--- src/logic/cosh_fixed_pkg.sv ---
`default_nettype none

//////////////////////////////////////////////////////////////////////
// Number formats of the cosh datapath
//////////////////////////////////////////////////////////////////////

package cosh_fixed_pkg;

  // Input element, signed Q4.12
  localparam int DATA_W = 16;

  // Result, unsigned Q20.12
  localparam int RES_W = 32;

  // Width of every intermediate product and sum
  localparam int ACC_W = 48;

  // Fraction bits shared by input, square, terms and result
  localparam int FRAC_BITS = 12;

  // 1.0 in Q.12, the zeroth series term
  localparam int ONE_Q = 4096;

  // Longest series the table supports
  localparam int MAX_TERMS = 5;

  // Reciprocal constants, scaled by 2^16
  localparam int RECIP_W     = 16;
  localparam int RECIP_SHIFT = 16;

  // Entry k-1 holds 1/((2k-1)*2k) for term k
  // 1/2, 1/12, 1/30, 1/56
  localparam logic [MAX_TERMS-2:0][RECIP_W-1:0] RECIP = {
    16'd1170,
    16'd2184,
    16'd5461,
    16'd32768
  };

  // Element and result types
  typedef logic signed [DATA_W-1:0] elem_t;
  typedef logic        [RES_W-1:0]  res_t;

endpackage

`default_nettype wire

--- src/logic/cosh_ctrl_pkg.sv ---
`default_nettype none

//////////////////////////////////////////////////////////////////////
// Control side: APB map, stream structs, FSM states
//////////////////////////////////////////////////////////////////////

package cosh_ctrl_pkg;

  localparam int APB_ADDR_W = 8;
  localparam int APB_DATA_W = 32;

  // Register offsets
  localparam logic [APB_ADDR_W-1:0] ADDR_CTRL   = 8'h00;
  localparam logic [APB_ADDR_W-1:0] ADDR_STATUS = 8'h04;
  localparam logic [APB_ADDR_W-1:0] ADDR_SIZE_I = 8'h08;
  localparam logic [APB_ADDR_W-1:0] ADDR_SIZE_J = 8'h0C;
  localparam logic [APB_ADDR_W-1:0] ADDR_COUNT  = 8'h10;

  // APB request, master to slave
  typedef struct packed {
    logic                  psel;
    logic                  penable;
    logic                  pwrite;
    logic [APB_ADDR_W-1:0] paddr;
    logic [APB_DATA_W-1:0] pwdata;
  } apb_req_t;

  // APB response, slave to master
  typedef struct packed {
    logic [APB_DATA_W-1:0] prdata;
    logic                  pready;
    logic                  pslverr;
  } apb_rsp_t;

  // Input element stream
  typedef struct packed {
    logic                  valid;
    cosh_fixed_pkg::elem_t data;
  } elem_in_t;

  // Output result stream, tagged
  typedef struct packed {
    logic                 valid;
    cosh_fixed_pkg::res_t data;
    logic                 row_last;
    logic                 mat_last;
  } elem_out_t;

  // Literal names carry a prefix, the three machines share this scope
  typedef enum logic [1:0] {
    SEQ_IDLE,
    SEQ_ROW_START,
    SEQ_ROW_WAIT,
    SEQ_FINISH
  } seq_state_e;

  typedef enum logic [1:0] {
    VEC_IDLE,
    VEC_FETCH,
    VEC_COMPUTE
  } vec_state_e;

  typedef enum logic [2:0] {
    COSH_IDLE,
    COSH_SQUARE,
    COSH_MUL_X2,
    COSH_MUL_RECIP,
    COSH_DONE
  } cosh_state_e;

endpackage

`default_nettype wire

--- src/logic/apb_cosh_regs.sv ---
`timescale 1ns/1ps
`default_nettype none

module apb_cosh_regs #(
  parameter int DIM_W = 8
) (
  input  wire logic                    CLK,
  input  wire logic                    RST,
  input  wire cosh_ctrl_pkg::apb_req_t apb_req,
  output cosh_ctrl_pkg::apb_rsp_t      apb_rsp,
  input  wire logic                    busy,
  input  wire logic                    done,
  input  wire logic                    result_valid,
  output logic                         run_start,
  output logic [DIM_W-1:0]             size_i,
  output logic [DIM_W-1:0]             size_j
);

  //////////////////////////////////////////////////////////////////////
  // Signals
  //////////////////////////////////////////////////////////////////////

  logic access;
  logic wr_en;
  logic busy_any;

  // Address decode
  logic addr_ok;
  logic addr_locked;
  logic err;
  logic [31:0] rdata;

  logic [DIM_W-1:0] size_i_q;
  logic [DIM_W-1:0] size_j_q;
  logic             run_start_q;
  logic             done_q;
  logic [31:0]      count_q;

  assign access   = apb_req.psel && apb_req.penable;
  assign wr_en    = access && apb_req.pwrite;
  // Busy already in the cycle of the start pulse
  assign busy_any = busy || run_start_q;

  always_comb begin
    addr_ok     = 1'b1;
    addr_locked = 1'b0;
    rdata       = '0;
    case (apb_req.paddr)
      cosh_ctrl_pkg::ADDR_CTRL: begin
        addr_locked = 1'b1;
      end
      cosh_ctrl_pkg::ADDR_STATUS: begin
        rdata = {30'd0, done_q || done, busy_any};
      end
      cosh_ctrl_pkg::ADDR_SIZE_I: begin
        addr_locked = 1'b1;
        rdata       = 32'(size_i_q);
      end
      cosh_ctrl_pkg::ADDR_SIZE_J: begin
        addr_locked = 1'b1;
        rdata       = 32'(size_j_q);
      end
      cosh_ctrl_pkg::ADDR_COUNT: begin
        rdata = count_q;
      end
      default: begin
        addr_ok = 1'b0;
      end
    endcase
  end

  // Unmapped, or config write during a run
  assign err = !addr_ok || (apb_req.pwrite && addr_locked && busy_any);

  //////////////////////////////////////////////////////////////////////
  // Registers
  //////////////////////////////////////////////////////////////////////

  always_ff @(posedge CLK or posedge RST) begin
    if (RST) begin
      size_i_q    <= '0;
      size_j_q    <= '0;
      run_start_q <= 1'b0;
      done_q      <= 1'b0;
      count_q     <= '0;
    end else begin
      run_start_q <= 1'b0;
      if (wr_en && !err) begin
        case (apb_req.paddr)
          cosh_ctrl_pkg::ADDR_CTRL:   run_start_q <= apb_req.pwdata[0];
          cosh_ctrl_pkg::ADDR_SIZE_I: size_i_q    <= apb_req.pwdata[DIM_W-1:0];
          cosh_ctrl_pkg::ADDR_SIZE_J: size_j_q    <= apb_req.pwdata[DIM_W-1:0];
          default: begin
          end
        endcase
      end
      // Sticky done and result count, cleared by a new run
      if (run_start_q) begin
        done_q  <= 1'b0;
        count_q <= '0;
      end else begin
        if (done) begin
          done_q <= 1'b1;
        end
        if (result_valid) begin
          count_q <= count_q + 32'd1;
        end
      end
    end
  end

  // No wait states
  assign apb_rsp.pready  = access;
  assign apb_rsp.pslverr = access && err;
  assign apb_rsp.prdata  = rdata;

  assign run_start = run_start_q;
  assign size_i    = size_i_q;
  assign size_j    = size_j_q;

  // Access phase always follows a setup phase
  a_apb_setup: assert property (@(posedge CLK) disable iff (RST)
    apb_req.penable |-> apb_req.psel && $past(apb_req.psel && !apb_req.penable));

endmodule

`default_nettype wire

--- src/logic/cosh_accel_top.sv ---
`timescale 1ns/1ps
`default_nettype none

module cosh_accel_top #(
  parameter int DIM_W = 8,
  parameter int TERMS = 5
) (
  input  wire logic                    CLK,
  input  wire logic                    RST,
  input  wire cosh_ctrl_pkg::apb_req_t apb_req,
  output cosh_ctrl_pkg::apb_rsp_t      apb_rsp,
  input  wire cosh_ctrl_pkg::elem_in_t elem_in,
  output logic                         elem_in_ready,
  output cosh_ctrl_pkg::elem_out_t     elem_out
);

  //////////////////////////////////////////////////////////////////////
  // Interconnect
  //////////////////////////////////////////////////////////////////////

  // Registers to sequencer
  logic             run_start;
  logic [DIM_W-1:0] size_i;
  logic [DIM_W-1:0] size_j;
  logic             busy;
  logic             done;

  // Sequencer to engine
  logic row_start;
  logic final_row;
  logic row_done;

  apb_cosh_regs #(
    .DIM_W (DIM_W)
  ) u_regs (
    .CLK          (CLK),
    .RST          (RST),
    .apb_req      (apb_req),
    .apb_rsp      (apb_rsp),
    .busy         (busy),
    .done         (done),
    .result_valid (elem_out.valid),
    .run_start    (run_start),
    .size_i       (size_i),
    .size_j       (size_j)
  );

  matrix_cosh_sequencer #(
    .DIM_W (DIM_W)
  ) u_seq (
    .CLK       (CLK),
    .RST       (RST),
    .run_start (run_start),
    .size_i    (size_i),
    .size_j    (size_j),
    .row_done  (row_done),
    .row_start (row_start),
    .final_row (final_row),
    .busy      (busy),
    .done      (done)
  );

  vector_cosh_engine #(
    .DIM_W (DIM_W),
    .TERMS (TERMS)
  ) u_engine (
    .CLK           (CLK),
    .RST           (RST),
    .row_start     (row_start),
    .final_row     (final_row),
    .size_j        (size_j),
    .elem_in       (elem_in),
    .elem_in_ready (elem_in_ready),
    .elem_out      (elem_out),
    .row_done      (row_done)
  );

endmodule

`default_nettype wire

--- src/logic/matrix_cosh_sequencer.sv ---
`timescale 1ns/1ps
`default_nettype none

module matrix_cosh_sequencer #(
  parameter int DIM_W = 8
) (
  input  wire logic             CLK,
  input  wire logic             RST,
  input  wire logic             run_start,
  input  wire logic [DIM_W-1:0] size_i,
  input  wire logic [DIM_W-1:0] size_j,
  input  wire logic             row_done,
  output logic                  row_start,
  output logic                  final_row,
  output logic                  busy,
  output logic                  done
);

  //////////////////////////////////////////////////////////////////////
  // Signals
  //////////////////////////////////////////////////////////////////////

  cosh_ctrl_pkg::seq_state_e state_q;

  // Row index
  logic [DIM_W-1:0] row_q;
  logic             last_row;
  logic             done_q;

  assign last_row = (row_q == size_i - DIM_W'(1));

  //////////////////////////////////////////////////////////////////////
  // Row loop
  //////////////////////////////////////////////////////////////////////

  always_ff @(posedge CLK or posedge RST) begin
    if (RST) begin
      state_q <= cosh_ctrl_pkg::SEQ_IDLE;
      row_q   <= '0;
      done_q  <= 1'b0;
    end else begin
      done_q <= 1'b0;
      case (state_q)
        cosh_ctrl_pkg::SEQ_IDLE: begin
          if (run_start) begin
            row_q <= '0;
            // Empty matrix, nothing to stream
            if (size_i == '0 || size_j == '0) begin
              state_q <= cosh_ctrl_pkg::SEQ_FINISH;
            end else begin
              state_q <= cosh_ctrl_pkg::SEQ_ROW_START;
            end
          end
        end
        // One cycle, row_start high
        cosh_ctrl_pkg::SEQ_ROW_START: begin
          state_q <= cosh_ctrl_pkg::SEQ_ROW_WAIT;
        end
        cosh_ctrl_pkg::SEQ_ROW_WAIT: begin
          if (row_done) begin
            if (last_row) begin
              state_q <= cosh_ctrl_pkg::SEQ_FINISH;
            end else begin
              row_q   <= row_q + DIM_W'(1);
              state_q <= cosh_ctrl_pkg::SEQ_ROW_START;
            end
          end
        end
        cosh_ctrl_pkg::SEQ_FINISH: begin
          done_q  <= 1'b1;
          state_q <= cosh_ctrl_pkg::SEQ_IDLE;
        end
        default: begin
          state_q <= cosh_ctrl_pkg::SEQ_IDLE;
        end
      endcase
    end
  end

  assign row_start = (state_q == cosh_ctrl_pkg::SEQ_ROW_START);
  assign final_row = last_row;
  assign busy      = (state_q != cosh_ctrl_pkg::SEQ_IDLE);
  assign done      = done_q;

  // Engine finishes a row only after this sequencer issued it
  a_row_done_wait: assert property (@(posedge CLK) disable iff (RST)
    row_done |-> state_q == cosh_ctrl_pkg::SEQ_ROW_WAIT);

endmodule

`default_nettype wire

--- src/logic/scalar_cosh_unit.sv ---
`timescale 1ns/1ps
`default_nettype none

module scalar_cosh_unit #(
  parameter int TERMS = 5
) (
  input  wire logic                  CLK,
  input  wire logic                  RST,
  input  wire logic                  start,
  input  wire cosh_fixed_pkg::elem_t x,
  output logic                       done,
  output cosh_fixed_pkg::res_t       result
);

  localparam int ACC_W  = cosh_fixed_pkg::ACC_W;
  localparam int DATA_W = cosh_fixed_pkg::DATA_W;
  localparam int FRAC   = cosh_fixed_pkg::FRAC_BITS;
  localparam int KW     = $clog2(cosh_fixed_pkg::MAX_TERMS);

  //////////////////////////////////////////////////////////////////////
  // Signals
  //////////////////////////////////////////////////////////////////////

  cosh_ctrl_pkg::cosh_state_e state_q;

  // Index of the term being built
  logic [KW-1:0] k_q;

  cosh_fixed_pkg::elem_t x_q;

  // Square, last term, partial product, running sum
  logic [ACC_W-1:0] sq_q;
  logic [ACC_W-1:0] term_q;
  logic [ACC_W-1:0] prod_q;
  logic [ACC_W-1:0] acc_q;

  logic signed [ACC_W-1:0] x_ext;
  logic signed [ACC_W-1:0] sq_full;
  logic        [ACC_W-1:0] next_term;

  //////////////////////////////////////////////////////////////////////
  // Arithmetic
  //////////////////////////////////////////////////////////////////////

  // Sign extend before squaring
  assign x_ext   = {{(ACC_W-DATA_W){x_q[DATA_W-1]}}, x_q};
  assign sq_full = x_ext * x_ext;

  // Term k from the partial product and its reciprocal
  assign next_term = (prod_q * ACC_W'(cosh_fixed_pkg::RECIP[k_q - KW'(1)]))
                     >> cosh_fixed_pkg::RECIP_SHIFT;

  //////////////////////////////////////////////////////////////////////
  // FSM
  //////////////////////////////////////////////////////////////////////

  always_ff @(posedge CLK or posedge RST) begin
    if (RST) begin
      state_q <= cosh_ctrl_pkg::COSH_IDLE;
      k_q     <= '0;
    end else begin
      case (state_q)
        cosh_ctrl_pkg::COSH_IDLE: begin
          if (start) begin
            state_q <= cosh_ctrl_pkg::COSH_SQUARE;
          end
        end
        // First partial product is the square itself, term 0 is 1.0
        cosh_ctrl_pkg::COSH_SQUARE: begin
          k_q     <= KW'(1);
          state_q <= cosh_ctrl_pkg::COSH_MUL_RECIP;
        end
        cosh_ctrl_pkg::COSH_MUL_X2: begin
          state_q <= cosh_ctrl_pkg::COSH_MUL_RECIP;
        end
        cosh_ctrl_pkg::COSH_MUL_RECIP: begin
          if (k_q == KW'(TERMS - 1)) begin
            state_q <= cosh_ctrl_pkg::COSH_DONE;
          end else begin
            k_q     <= k_q + KW'(1);
            state_q <= cosh_ctrl_pkg::COSH_MUL_X2;
          end
        end
        cosh_ctrl_pkg::COSH_DONE: begin
          state_q <= cosh_ctrl_pkg::COSH_IDLE;
        end
        default: begin
          state_q <= cosh_ctrl_pkg::COSH_IDLE;
        end
      endcase
    end
  end

  // Datapath
  always_ff @(posedge CLK) begin
    case (state_q)
      cosh_ctrl_pkg::COSH_IDLE: begin
        if (start) begin
          x_q <= x;
        end
      end
      cosh_ctrl_pkg::COSH_SQUARE: begin
        sq_q   <= sq_full >>> FRAC;
        prod_q <= sq_full >>> FRAC;
        term_q <= ACC_W'(cosh_fixed_pkg::ONE_Q);
        acc_q  <= ACC_W'(cosh_fixed_pkg::ONE_Q);
      end
      cosh_ctrl_pkg::COSH_MUL_X2: begin
        prod_q <= (term_q * sq_q) >> FRAC;
      end
      cosh_ctrl_pkg::COSH_MUL_RECIP: begin
        term_q <= next_term;
        acc_q  <= acc_q + next_term;
      end
      default: begin
      end
    endcase
  end

  assign done   = (state_q == cosh_ctrl_pkg::COSH_DONE);
  assign result = acc_q[cosh_fixed_pkg::RES_W-1:0];

  // Engine must wait for done before the next element
  a_start_in_idle: assert property (@(posedge CLK) disable iff (RST)
    start |-> state_q == cosh_ctrl_pkg::COSH_IDLE);

endmodule

`default_nettype wire

--- src/logic/vector_cosh_engine.sv ---
`timescale 1ns/1ps
`default_nettype none

module vector_cosh_engine #(
  parameter int DIM_W = 8,
  parameter int TERMS = 5
) (
  input  wire logic                    CLK,
  input  wire logic                    RST,
  input  wire logic                    row_start,
  input  wire logic                    final_row,
  input  wire logic [DIM_W-1:0]        size_j,
  input  wire cosh_ctrl_pkg::elem_in_t elem_in,
  output logic                         elem_in_ready,
  output cosh_ctrl_pkg::elem_out_t     elem_out,
  output logic                         row_done
);

  //////////////////////////////////////////////////////////////////////
  // Signals
  //////////////////////////////////////////////////////////////////////

  cosh_ctrl_pkg::vec_state_e state_q;

  // Column index, final row flag of this row
  logic [DIM_W-1:0] col_q;
  logic             final_q;
  logic             last_col;

  // Scalar unit handshake
  logic                  cosh_start_q;
  cosh_fixed_pkg::elem_t x_q;
  logic                  cosh_done;
  cosh_fixed_pkg::res_t  cosh_result;

  // Output stream
  logic                 out_valid_q;
  logic                 row_done_q;
  cosh_fixed_pkg::res_t out_data_q;
  logic                 out_row_last_q;
  logic                 out_mat_last_q;

  assign last_col = (col_q == size_j - DIM_W'(1));

  //////////////////////////////////////////////////////////////////////
  // Column loop
  //////////////////////////////////////////////////////////////////////

  always_ff @(posedge CLK or posedge RST) begin
    if (RST) begin
      state_q      <= cosh_ctrl_pkg::VEC_IDLE;
      col_q        <= '0;
      final_q      <= 1'b0;
      cosh_start_q <= 1'b0;
      out_valid_q  <= 1'b0;
      row_done_q   <= 1'b0;
    end else begin
      // Pulses
      cosh_start_q <= 1'b0;
      out_valid_q  <= 1'b0;
      row_done_q   <= 1'b0;
      case (state_q)
        cosh_ctrl_pkg::VEC_IDLE: begin
          if (row_start) begin
            col_q   <= '0;
            final_q <= final_row;
            state_q <= cosh_ctrl_pkg::VEC_FETCH;
          end
        end
        // Wait here through input gaps
        cosh_ctrl_pkg::VEC_FETCH: begin
          if (elem_in.valid) begin
            cosh_start_q <= 1'b1;
            state_q      <= cosh_ctrl_pkg::VEC_COMPUTE;
          end
        end
        cosh_ctrl_pkg::VEC_COMPUTE: begin
          if (cosh_done) begin
            out_valid_q <= 1'b1;
            if (last_col) begin
              row_done_q <= 1'b1;
              state_q    <= cosh_ctrl_pkg::VEC_IDLE;
            end else begin
              col_q   <= col_q + DIM_W'(1);
              state_q <= cosh_ctrl_pkg::VEC_FETCH;
            end
          end
        end
        default: begin
          state_q <= cosh_ctrl_pkg::VEC_IDLE;
        end
      endcase
    end
  end

  // Element and result payload
  always_ff @(posedge CLK) begin
    if (elem_in_ready && elem_in.valid) begin
      x_q <= elem_in.data;
    end
    if (state_q == cosh_ctrl_pkg::VEC_COMPUTE && cosh_done) begin
      out_data_q     <= cosh_result;
      out_row_last_q <= last_col;
      out_mat_last_q <= last_col && final_q;
    end
  end

  scalar_cosh_unit #(
    .TERMS (TERMS)
  ) u_cosh (
    .CLK    (CLK),
    .RST    (RST),
    .start  (cosh_start_q),
    .x      (x_q),
    .done   (cosh_done),
    .result (cosh_result)
  );

  assign elem_in_ready     = (state_q == cosh_ctrl_pkg::VEC_FETCH);
  assign elem_out.valid    = out_valid_q;
  assign elem_out.data     = out_data_q;
  assign elem_out.row_last = out_row_last_q;
  assign elem_out.mat_last = out_mat_last_q;
  assign row_done          = row_done_q;

  // Sequencer waits for row_done before the next row
  a_row_start_idle: assert property (@(posedge CLK) disable iff (RST)
    row_start |-> state_q == cosh_ctrl_pkg::VEC_IDLE);

endmodule

`default_nettype wire

--- config.mk ---
export PLATFORM = sky130hd
export DESIGN_NAME = cosh_accel_top
export DESIGN_NICKNAME = d
export VERILOG_FILES = /design/src/logic/cosh_fixed_pkg.sv /design/src/logic/cosh_ctrl_pkg.sv /design/src/logic/apb_cosh_regs.sv /design/src/logic/cosh_accel_top.sv /design/src/logic/matrix_cosh_sequencer.sv /design/src/logic/scalar_cosh_unit.sv /design/src/logic/vector_cosh_engine.sv
export SDC_FILE = /design/constraint.sdc
export NUM_CORES = 2
export LEC_CHECK = 0
export ABC_AREA = 1
export CAP_MARGIN = 5
export CORE_ASPECT_RATIO = 0.7
export CORE_MARGIN = 2
export CORE_UTILIZATION = 34
export CTS_BUF_LIST = sky130_fd_sc_hd__clkbuf_16
export DETAILED_ROUTE_END_ITERATION = 6
export DONT_BUFFER_PORTS = 1
export HOLD_SLACK_MARGIN = 0.06
export SYNTH_ARGS = -nofsm -noshare
export SYNTH_HDL_FRONTEND = slang
export SYNTH_SLANG_ARGS = --single-unit
--- constraint.sdc ---
create_clock -name CLK -period 9.98 [get_ports CLK]
set_input_delay 0.499 -clock CLK [delete_from_list [all_inputs] [get_ports CLK]]
set_output_delay 0.499 -clock CLK [all_outputs]
set_load 0.05 [all_outputs]
# After elaboration in Yosys (flattened, before gate mapping)
# Cells that the tools add are included.
[op_classes]
n_addsub = 8
multipliers = 3
order_cmp = 1
eq_ne = 25
n_mux = 45
reduce_logical = 40
[op_table]
columns = ["op", "n"]
rows = [
  ["48-bit one-hot mux with 2 select lines", 3],
  ["32-bit one-hot mux with 4 select lines", 1],
  ["32-bit two-way mux", 2],
  ["48-bit by 32-bit adder with 48-bit output", 1],
  ["48-bit by 16-bit multiplier with 48-bit output", 1],
  ["48-bit by 20-bit multiplier with 48-bit output", 1],
  ["8-bit two-way mux", 6],
  ["32-bit by 1-bit adder with 32-bit output (second input constant)", 1],
  ["16-bit binary-select mux with 2-bit select", 1],
  ["16-bit by 16-bit multiplier with 32-bit output", 1],
  ["8-bit one-hot mux with 2 select lines", 2],
  ["8-bit zero test", 3],
  ["8-bit by 1-bit adder with 8-bit output (second input constant)", 2],
  ["8-bit by 4-bit == test with 1-bit output (second input constant)", 2],
  ["8-bit == test", 2],
  ["16-bit two-way mux", 1],
  ["8-bit by 1-bit subtractor with 8-bit output (second input constant)", 2],
  ["1-bit two-way mux", 15],
  ["2-bit two-way mux", 7],
  ["2-bit nonzero test", 7],
  ["2-bit != test (second input constant)", 6],
  ["2-bit AND reduction", 6],
  ["1-bit logical AND", 9],
  ["3-bit two-way mux", 3],
  ["24 further kinds", 37],
]
[word_totals]
regBits = 311
input_bits = 62
output_inout_bits = 70
wordCells = 147

# Depth between registers and ports, before layout
[logic_depth]
word_depth = 9
depth_mapped = 46
mapped_depth_nobuf = 44

# Modules after synthesis
# Synthesis repeated with hierarchy kept, for this count alone.
[unflattened]
hier_cells = 7546
hier_area_um2 = 59842.4
[modules_own_cells]
columns = ["module", "instances", "cells_each", "area_each_um2", "seq_area_each_um2"]
rows = [
  ["scalar_cosh_unit", 1, 6711, 53080.9, 4264.1],
  ["apb_cosh_regs", 1, 477, 3241.9, 1251.2],
  ["vector_cosh_engine", 1, 206, 2548.7, 1851.8],
  ["matrix_cosh_sequencer", 1, 152, 970.9, 275.3],
]

# Worst setup path after synthesis
# Ideal clock, no wire load.
[synth_path]
path_type = "reg-to-reg"
start = "register u_engine.u_cosh.k_q[0]"
end = "register u_engine.u_cosh.acc_q[21], data pin"
setup_ns = 0.253
arrival_time_ns = 7.347
required_ns = 9.727
slack_ns = 2.380
stages_incl_launch_ff = 39
n_path_buf = 3
period_less_slack_ns = 7.600
path_cell_list = "dfrtp_1 -> inv_1 -> ha_1 -> buf_2 -> buf_1 -> buf_1 -> nand2_1 -> fa_1 -> fa_1 -> inv_1 -> fa_1 -> fa_1 -> fa_1 -> inv_1 -> fa_1 -> inv_1 -> ha_1 -> nand2_1 -> (+3 left out) -> inv_1 -> nor3_1 -> a21oi_1 -> or2_0 -> nand2_1 -> inv_1 -> ha_1 -> nand2_1 -> nand2_1 -> nand3_1 -> a21oi_1 -> nor2_1 -> nand2_1 -> a21oi_1 -> o21ai_0 -> nand2_1 -> nand2_1 -> nor2_1"
[synth_between]
elab_chain_len = 6
[synth_rtl]
columns = ["element", "line", "source"]
rows = [
  ["start, declared", "scalar_cosh_unit.sv:27", "logic [KW-1:0] k_q;"],
  ["start signal, assigned", "scalar_cosh_unit.sv:80", "k_q <= k_q + KW'(1);"],
  ["3-bit by 1-bit subtractor with 3-bit output", "scalar_cosh_unit.sv:50", "assign next_term = (prod_q * ACC_W'(cosh_fixed_pkg::RECIP[k_q - KW'(1)]))"],
  ["16-bit binary-select mux with 2-bit select", "scalar_cosh_unit.sv:50", ""],
  ["16-bit two-way mux (not written as such)", "scalar_cosh_unit.sv:50", ""],
  ["48-bit by 16-bit multiplier with 48-bit output", "scalar_cosh_unit.sv:50", ""],
  ["net u_engine.u_cosh.next_term[8]", "scalar_cosh_unit.sv:39", "logic [ACC_W-1:0] next_term;"],
  ["48-bit by 32-bit adder with 48-bit output", "scalar_cosh_unit.sv:113", "acc_q <= acc_q + next_term;"],
  ["48-bit one-hot mux with 2 select lines", "scalar_cosh_unit.sv:96", "case (state_q)"],
  ["end signal, assigned", "scalar_cosh_unit.sv:106", "acc_q <= ACC_W'(cosh_fixed_pkg::ONE_Q);"],
  ["end signal, assigned", "scalar_cosh_unit.sv:113", ""],
  ["end, declared", "scalar_cosh_unit.sv:35", "logic [ACC_W-1:0] acc_q;"],
]
# The timed path passes the listed nets, and every way through them passes these cells. The select of a mux whose other input is x is not followed.
# A chain may end at the register's enable or synchronous reset.

# Worst setup path in the final report
[layout_path]
start = "register u_engine.u_cosh.k_q[0]"
end = "register u_engine.u_cosh.acc_q[29], data pin"
# The elaborated chain is that of the path after synthesis.

==> impl_metrics.json <==
{
  "gp_congestion": 0.9794,
  "synth_cell_types": 55,
  "dpl.cell_count": 9527,
  "die_h_um": 352.8,
  "critPathSlowestCell": "ha_1",
  "yosysTopAreaCell": "fa_1",
  "core_area_mm2": 0.1719,
  "ys_seq_area_frac": 0.1293,
  "finalWirelength_um": 180600,
  "yosysWarnings": 0,
  "syn_avg_cell_area_um2": 8.057,
  "dpl.hpwl_um": 153400,
  "layout.cells.non_filler": 9616,
  "critPathMaxFanout": 40,
  "first_global_vias": 47020,
  "slew_viol_final": 0,
  "numCtsBuffers": 34,
  "max_stage_delay_ns": 0.77,
  "postCtsSetupBuffers": 0,
  "fin_setup_tns_ns": 0,
  "cts_max_level": 2,
  "cts.repair.resized": 0,
  "via_per_inst": 4.804,
  "grt_max_degree": 75,
  "ys_seq_elements": 268,
  "endpoint_kind": "flop",
  "synth_fp_nets": 9006,
  "yosys-top-cells-area": "fa_1 (38%), inv_1 (13%), nand2_1 (11%)",
  "wl_per_cell_um": 18.78,
  "nNetsFinal": 8936,
  "min_period_ns": 9.357,
  "synth-edff-count": 187,
  "synth_top_area_frac": 0.3817,
  "root_buffer": "clkbuf_16",
  "clk_latency_ns": 0.59,
  "io_pins": 132,
  "grt_pass1_wl_um": 282700,
  "finalHoldViolCount": 0,
  "max_freq_ghz": 0.1069,
  "hold_class": "in2reg",
  "synthFlopType": "edfxtp_1",
  "clockBufferDepth": 3,
  "worst_slew_pin_slew_ns": 1.295,
  "drt_iter0_markers": 3894,
  "num_vias": 46200,
  "rows": 127,
  "start_util": 0.3438,
  "grt_remaining_overflow": 0,
  "yosysMostFrequentCell": "inv_1",
  "reg2regPathDepth": 34,
  "clkSlewWorstSetupHoldPaths_ns": 0.07,
  "cp_common_cell": "nand2_1",
  "synthTopCellsByCount": "inv_1 (2056), nand2_1 (1659), fa_1 (1127), nor2_1 (490), ha_1 (481)",
  "grtUsageTotal": 0.2068,
  "cts_tree": "yes",
  "syn_inst": 7336,
  "reg2reg_slack_ns": 0.62,
  "hold_start": "apb_req[0]",
  "synthArstFlopShare": 0.3022,
  "status": "finished clean",
  "dieArea_mm2": 0.1773,
  "antenna_found_initial": 4,
  "maxCapViolations": 0,
  "synth_area_mm2": 0.05911,
  "setup_viol": 0,
  "worstPathRequired_ns": 10.32,
  "cts_hold_buf": 25,
  "drc": 0,
  "cp.arrival_ns": 9.70,
  "die_w_um": 502.4,
  "fin_crit_sh": 0.9376,
  "hold_ws_ns": 0.09349,
  "cp-start-kind": "flop",
  "slew-limit-headroom": 0.1519,
  "ant_nets": 0,
  "critical_path_class": "reg2reg",
  "rsz0062_at_grt": "false",
  "drive_gt1_frac": 0.03168,
  "holdPathEnd": "u_regs.size_j[0]$_DFFE_PP0P_",
  "area_growth_pct": 6.776,
  "clock_sinks": 268,
  "hold_path_depth": 2,
  "r2r_start": "u_engine.u_cosh.k_q[0]$_DFFE_PP0P_",
  "dr.pass1.iters": 6,
  "r2r-end": "u_engine.u_cosh.acc_q[29]$_SDFFCE_PP0P_",
  "io_buffers": 0,
  "clock_skew_ns": 0.03894
}
-- per-stage QoR --
stage	setup WS, ns	utilization	cell area, um^2
final	0.6228	0.3671	63110
after CTS	0.6947	0.3670	63110
after detailed placement	0.7038	0.3593	61770
after global placement	0.7538	0.3593	61770
after floorplan	2.380	-	59110
after global routing	0.1985	0.3671	63110
-- registers in the layout, summed over array words and instances, names as in the netlist, 2 cells and up --
name                     cells
u_regs.count_q              32
u_engine.col_q               8
u_engine.u_cosh.sq_q        20
u_engine.u_cosh.state_q      3
u_seq.state_q                2
u_engine.x_q                16
u_regs.size_i                8
u_engine.u_cosh.k_q          3
u_engine.u_cosh.x_q         16
u_regs.size_j                8
u_seq.row_q                  8
u_engine.u_cosh.term_q      32
u_engine.u_cosh.prod_q      37
u_engine.u_cosh.acc_q       32
u_engine.state_q             2
u_engine.out_data_q         32
-- how the worst max path moves through the flow --
| stage | start | end | slack (ns) | cells after the start |
|---|---|---|---|---|
| floorplan | u_engine.u_cosh.k_q[0]$_DFFE_PP0P_ | u_engine.u_cosh.acc_q[21]$_SDFFCE_PP0P_ | 2.38 | 38 |
| global placement | u_engine.u_cosh.k_q[0]$_DFFE_PP0P_ | u_engine.u_cosh.acc_q[28]$_SDFFCE_PP0P_ | 0.75 | 29 |
| detailed placement | u_engine.u_cosh.k_q[0]$_DFFE_PP0P_ | u_engine.u_cosh.acc_q[28]$_SDFFCE_PP0P_ | 0.70 | 31 |
| CTS | u_engine.u_cosh.k_q[0]$_DFFE_PP0P_ | u_engine.u_cosh.acc_q[28]$_SDFFCE_PP0P_ | 0.69 | 31 |
| global route | u_engine.u_cosh.k_q[0]$_DFFE_PP0P_ | u_engine.u_cosh.acc_q[23]$_SDFFCE_PP0P_ | 0.20 | 32 |
| finish | u_engine.u_cosh.k_q[0]$_DFFE_PP0P_ | u_engine.u_cosh.acc_q[29]$_SDFFCE_PP0P_ | 0.62 | 34 |
-- cell families after synthesis --
logic type	Yosys count	share of synthesized area
simple gates	2566	0.1779
buf+inv	2268	0.1450
fa+ha+maj	1608	0.4835
compound gates	529	0.04966
flops	268	0.1293
xor+xnor	90	0.01334
mux	7	0.001333
-- final cells by class --
type	instances	area [um^2]
inverters	2064	7749
multi-input cells	4800	42930
well taps	2322	2905
fillers	17970	108800
repair buffers	98	798.3
clock buffers	35	875.8
clock inverters	26	209.0
flip-flops and latches	268	7642
diodes	3	7.507
-- layer usage --
layer / wire, um / up-vias / global-route usage
li1: - / 21400 / -
met1: 90810 / 23040 / 0.3356
met2: 71810 / 1638 / 0.2894
met3: 15440 / 115 / 0.03244
met4: 2533 / 0 / 0.02946
met5: 0 / - / 0
-- critical path, delay by kind of cell, from the launching register on --
kind            cells  cell delay (ns)
compound gates      5             1.43
buf+inv             5             0.70
fa+ha+maj           9             4.62
simple gates       15             2.01
flops               1             0.36
-- cell usage in the layout (no fill, tap or decap), types with 6 or more instances in the layout --
cell type,count
nor4_1,15
dfrtp_1,81
o21bai_1,27
a21o_1,16
nand2_2,13
edfxtp_1,187
a31oi_1,6
fa_1,1127
nand3_1,166
xor2_1,64
and2_1,12
nor2_1,485
nand4_1,50
xnor2_1,26
a21oi_1,244
buf_4,73
ha_1,481
o21ai_1,28
inv_2,8
or2_2,53
dlygate4sd3_1,25
nand3b_1,20
nor3_1,58
a21boi_0,10
o21ai_0,149
inv_1,2062
o211ai_1,7
o21a_1,21
clkbuf_16,35
mux2_1,6
nand2_1,1658
o221ai_1,7
nor2_2,7
Power is not shown: default switching activity piles up to over one toggle a cycle in this logic, so the estimate is an artifact.
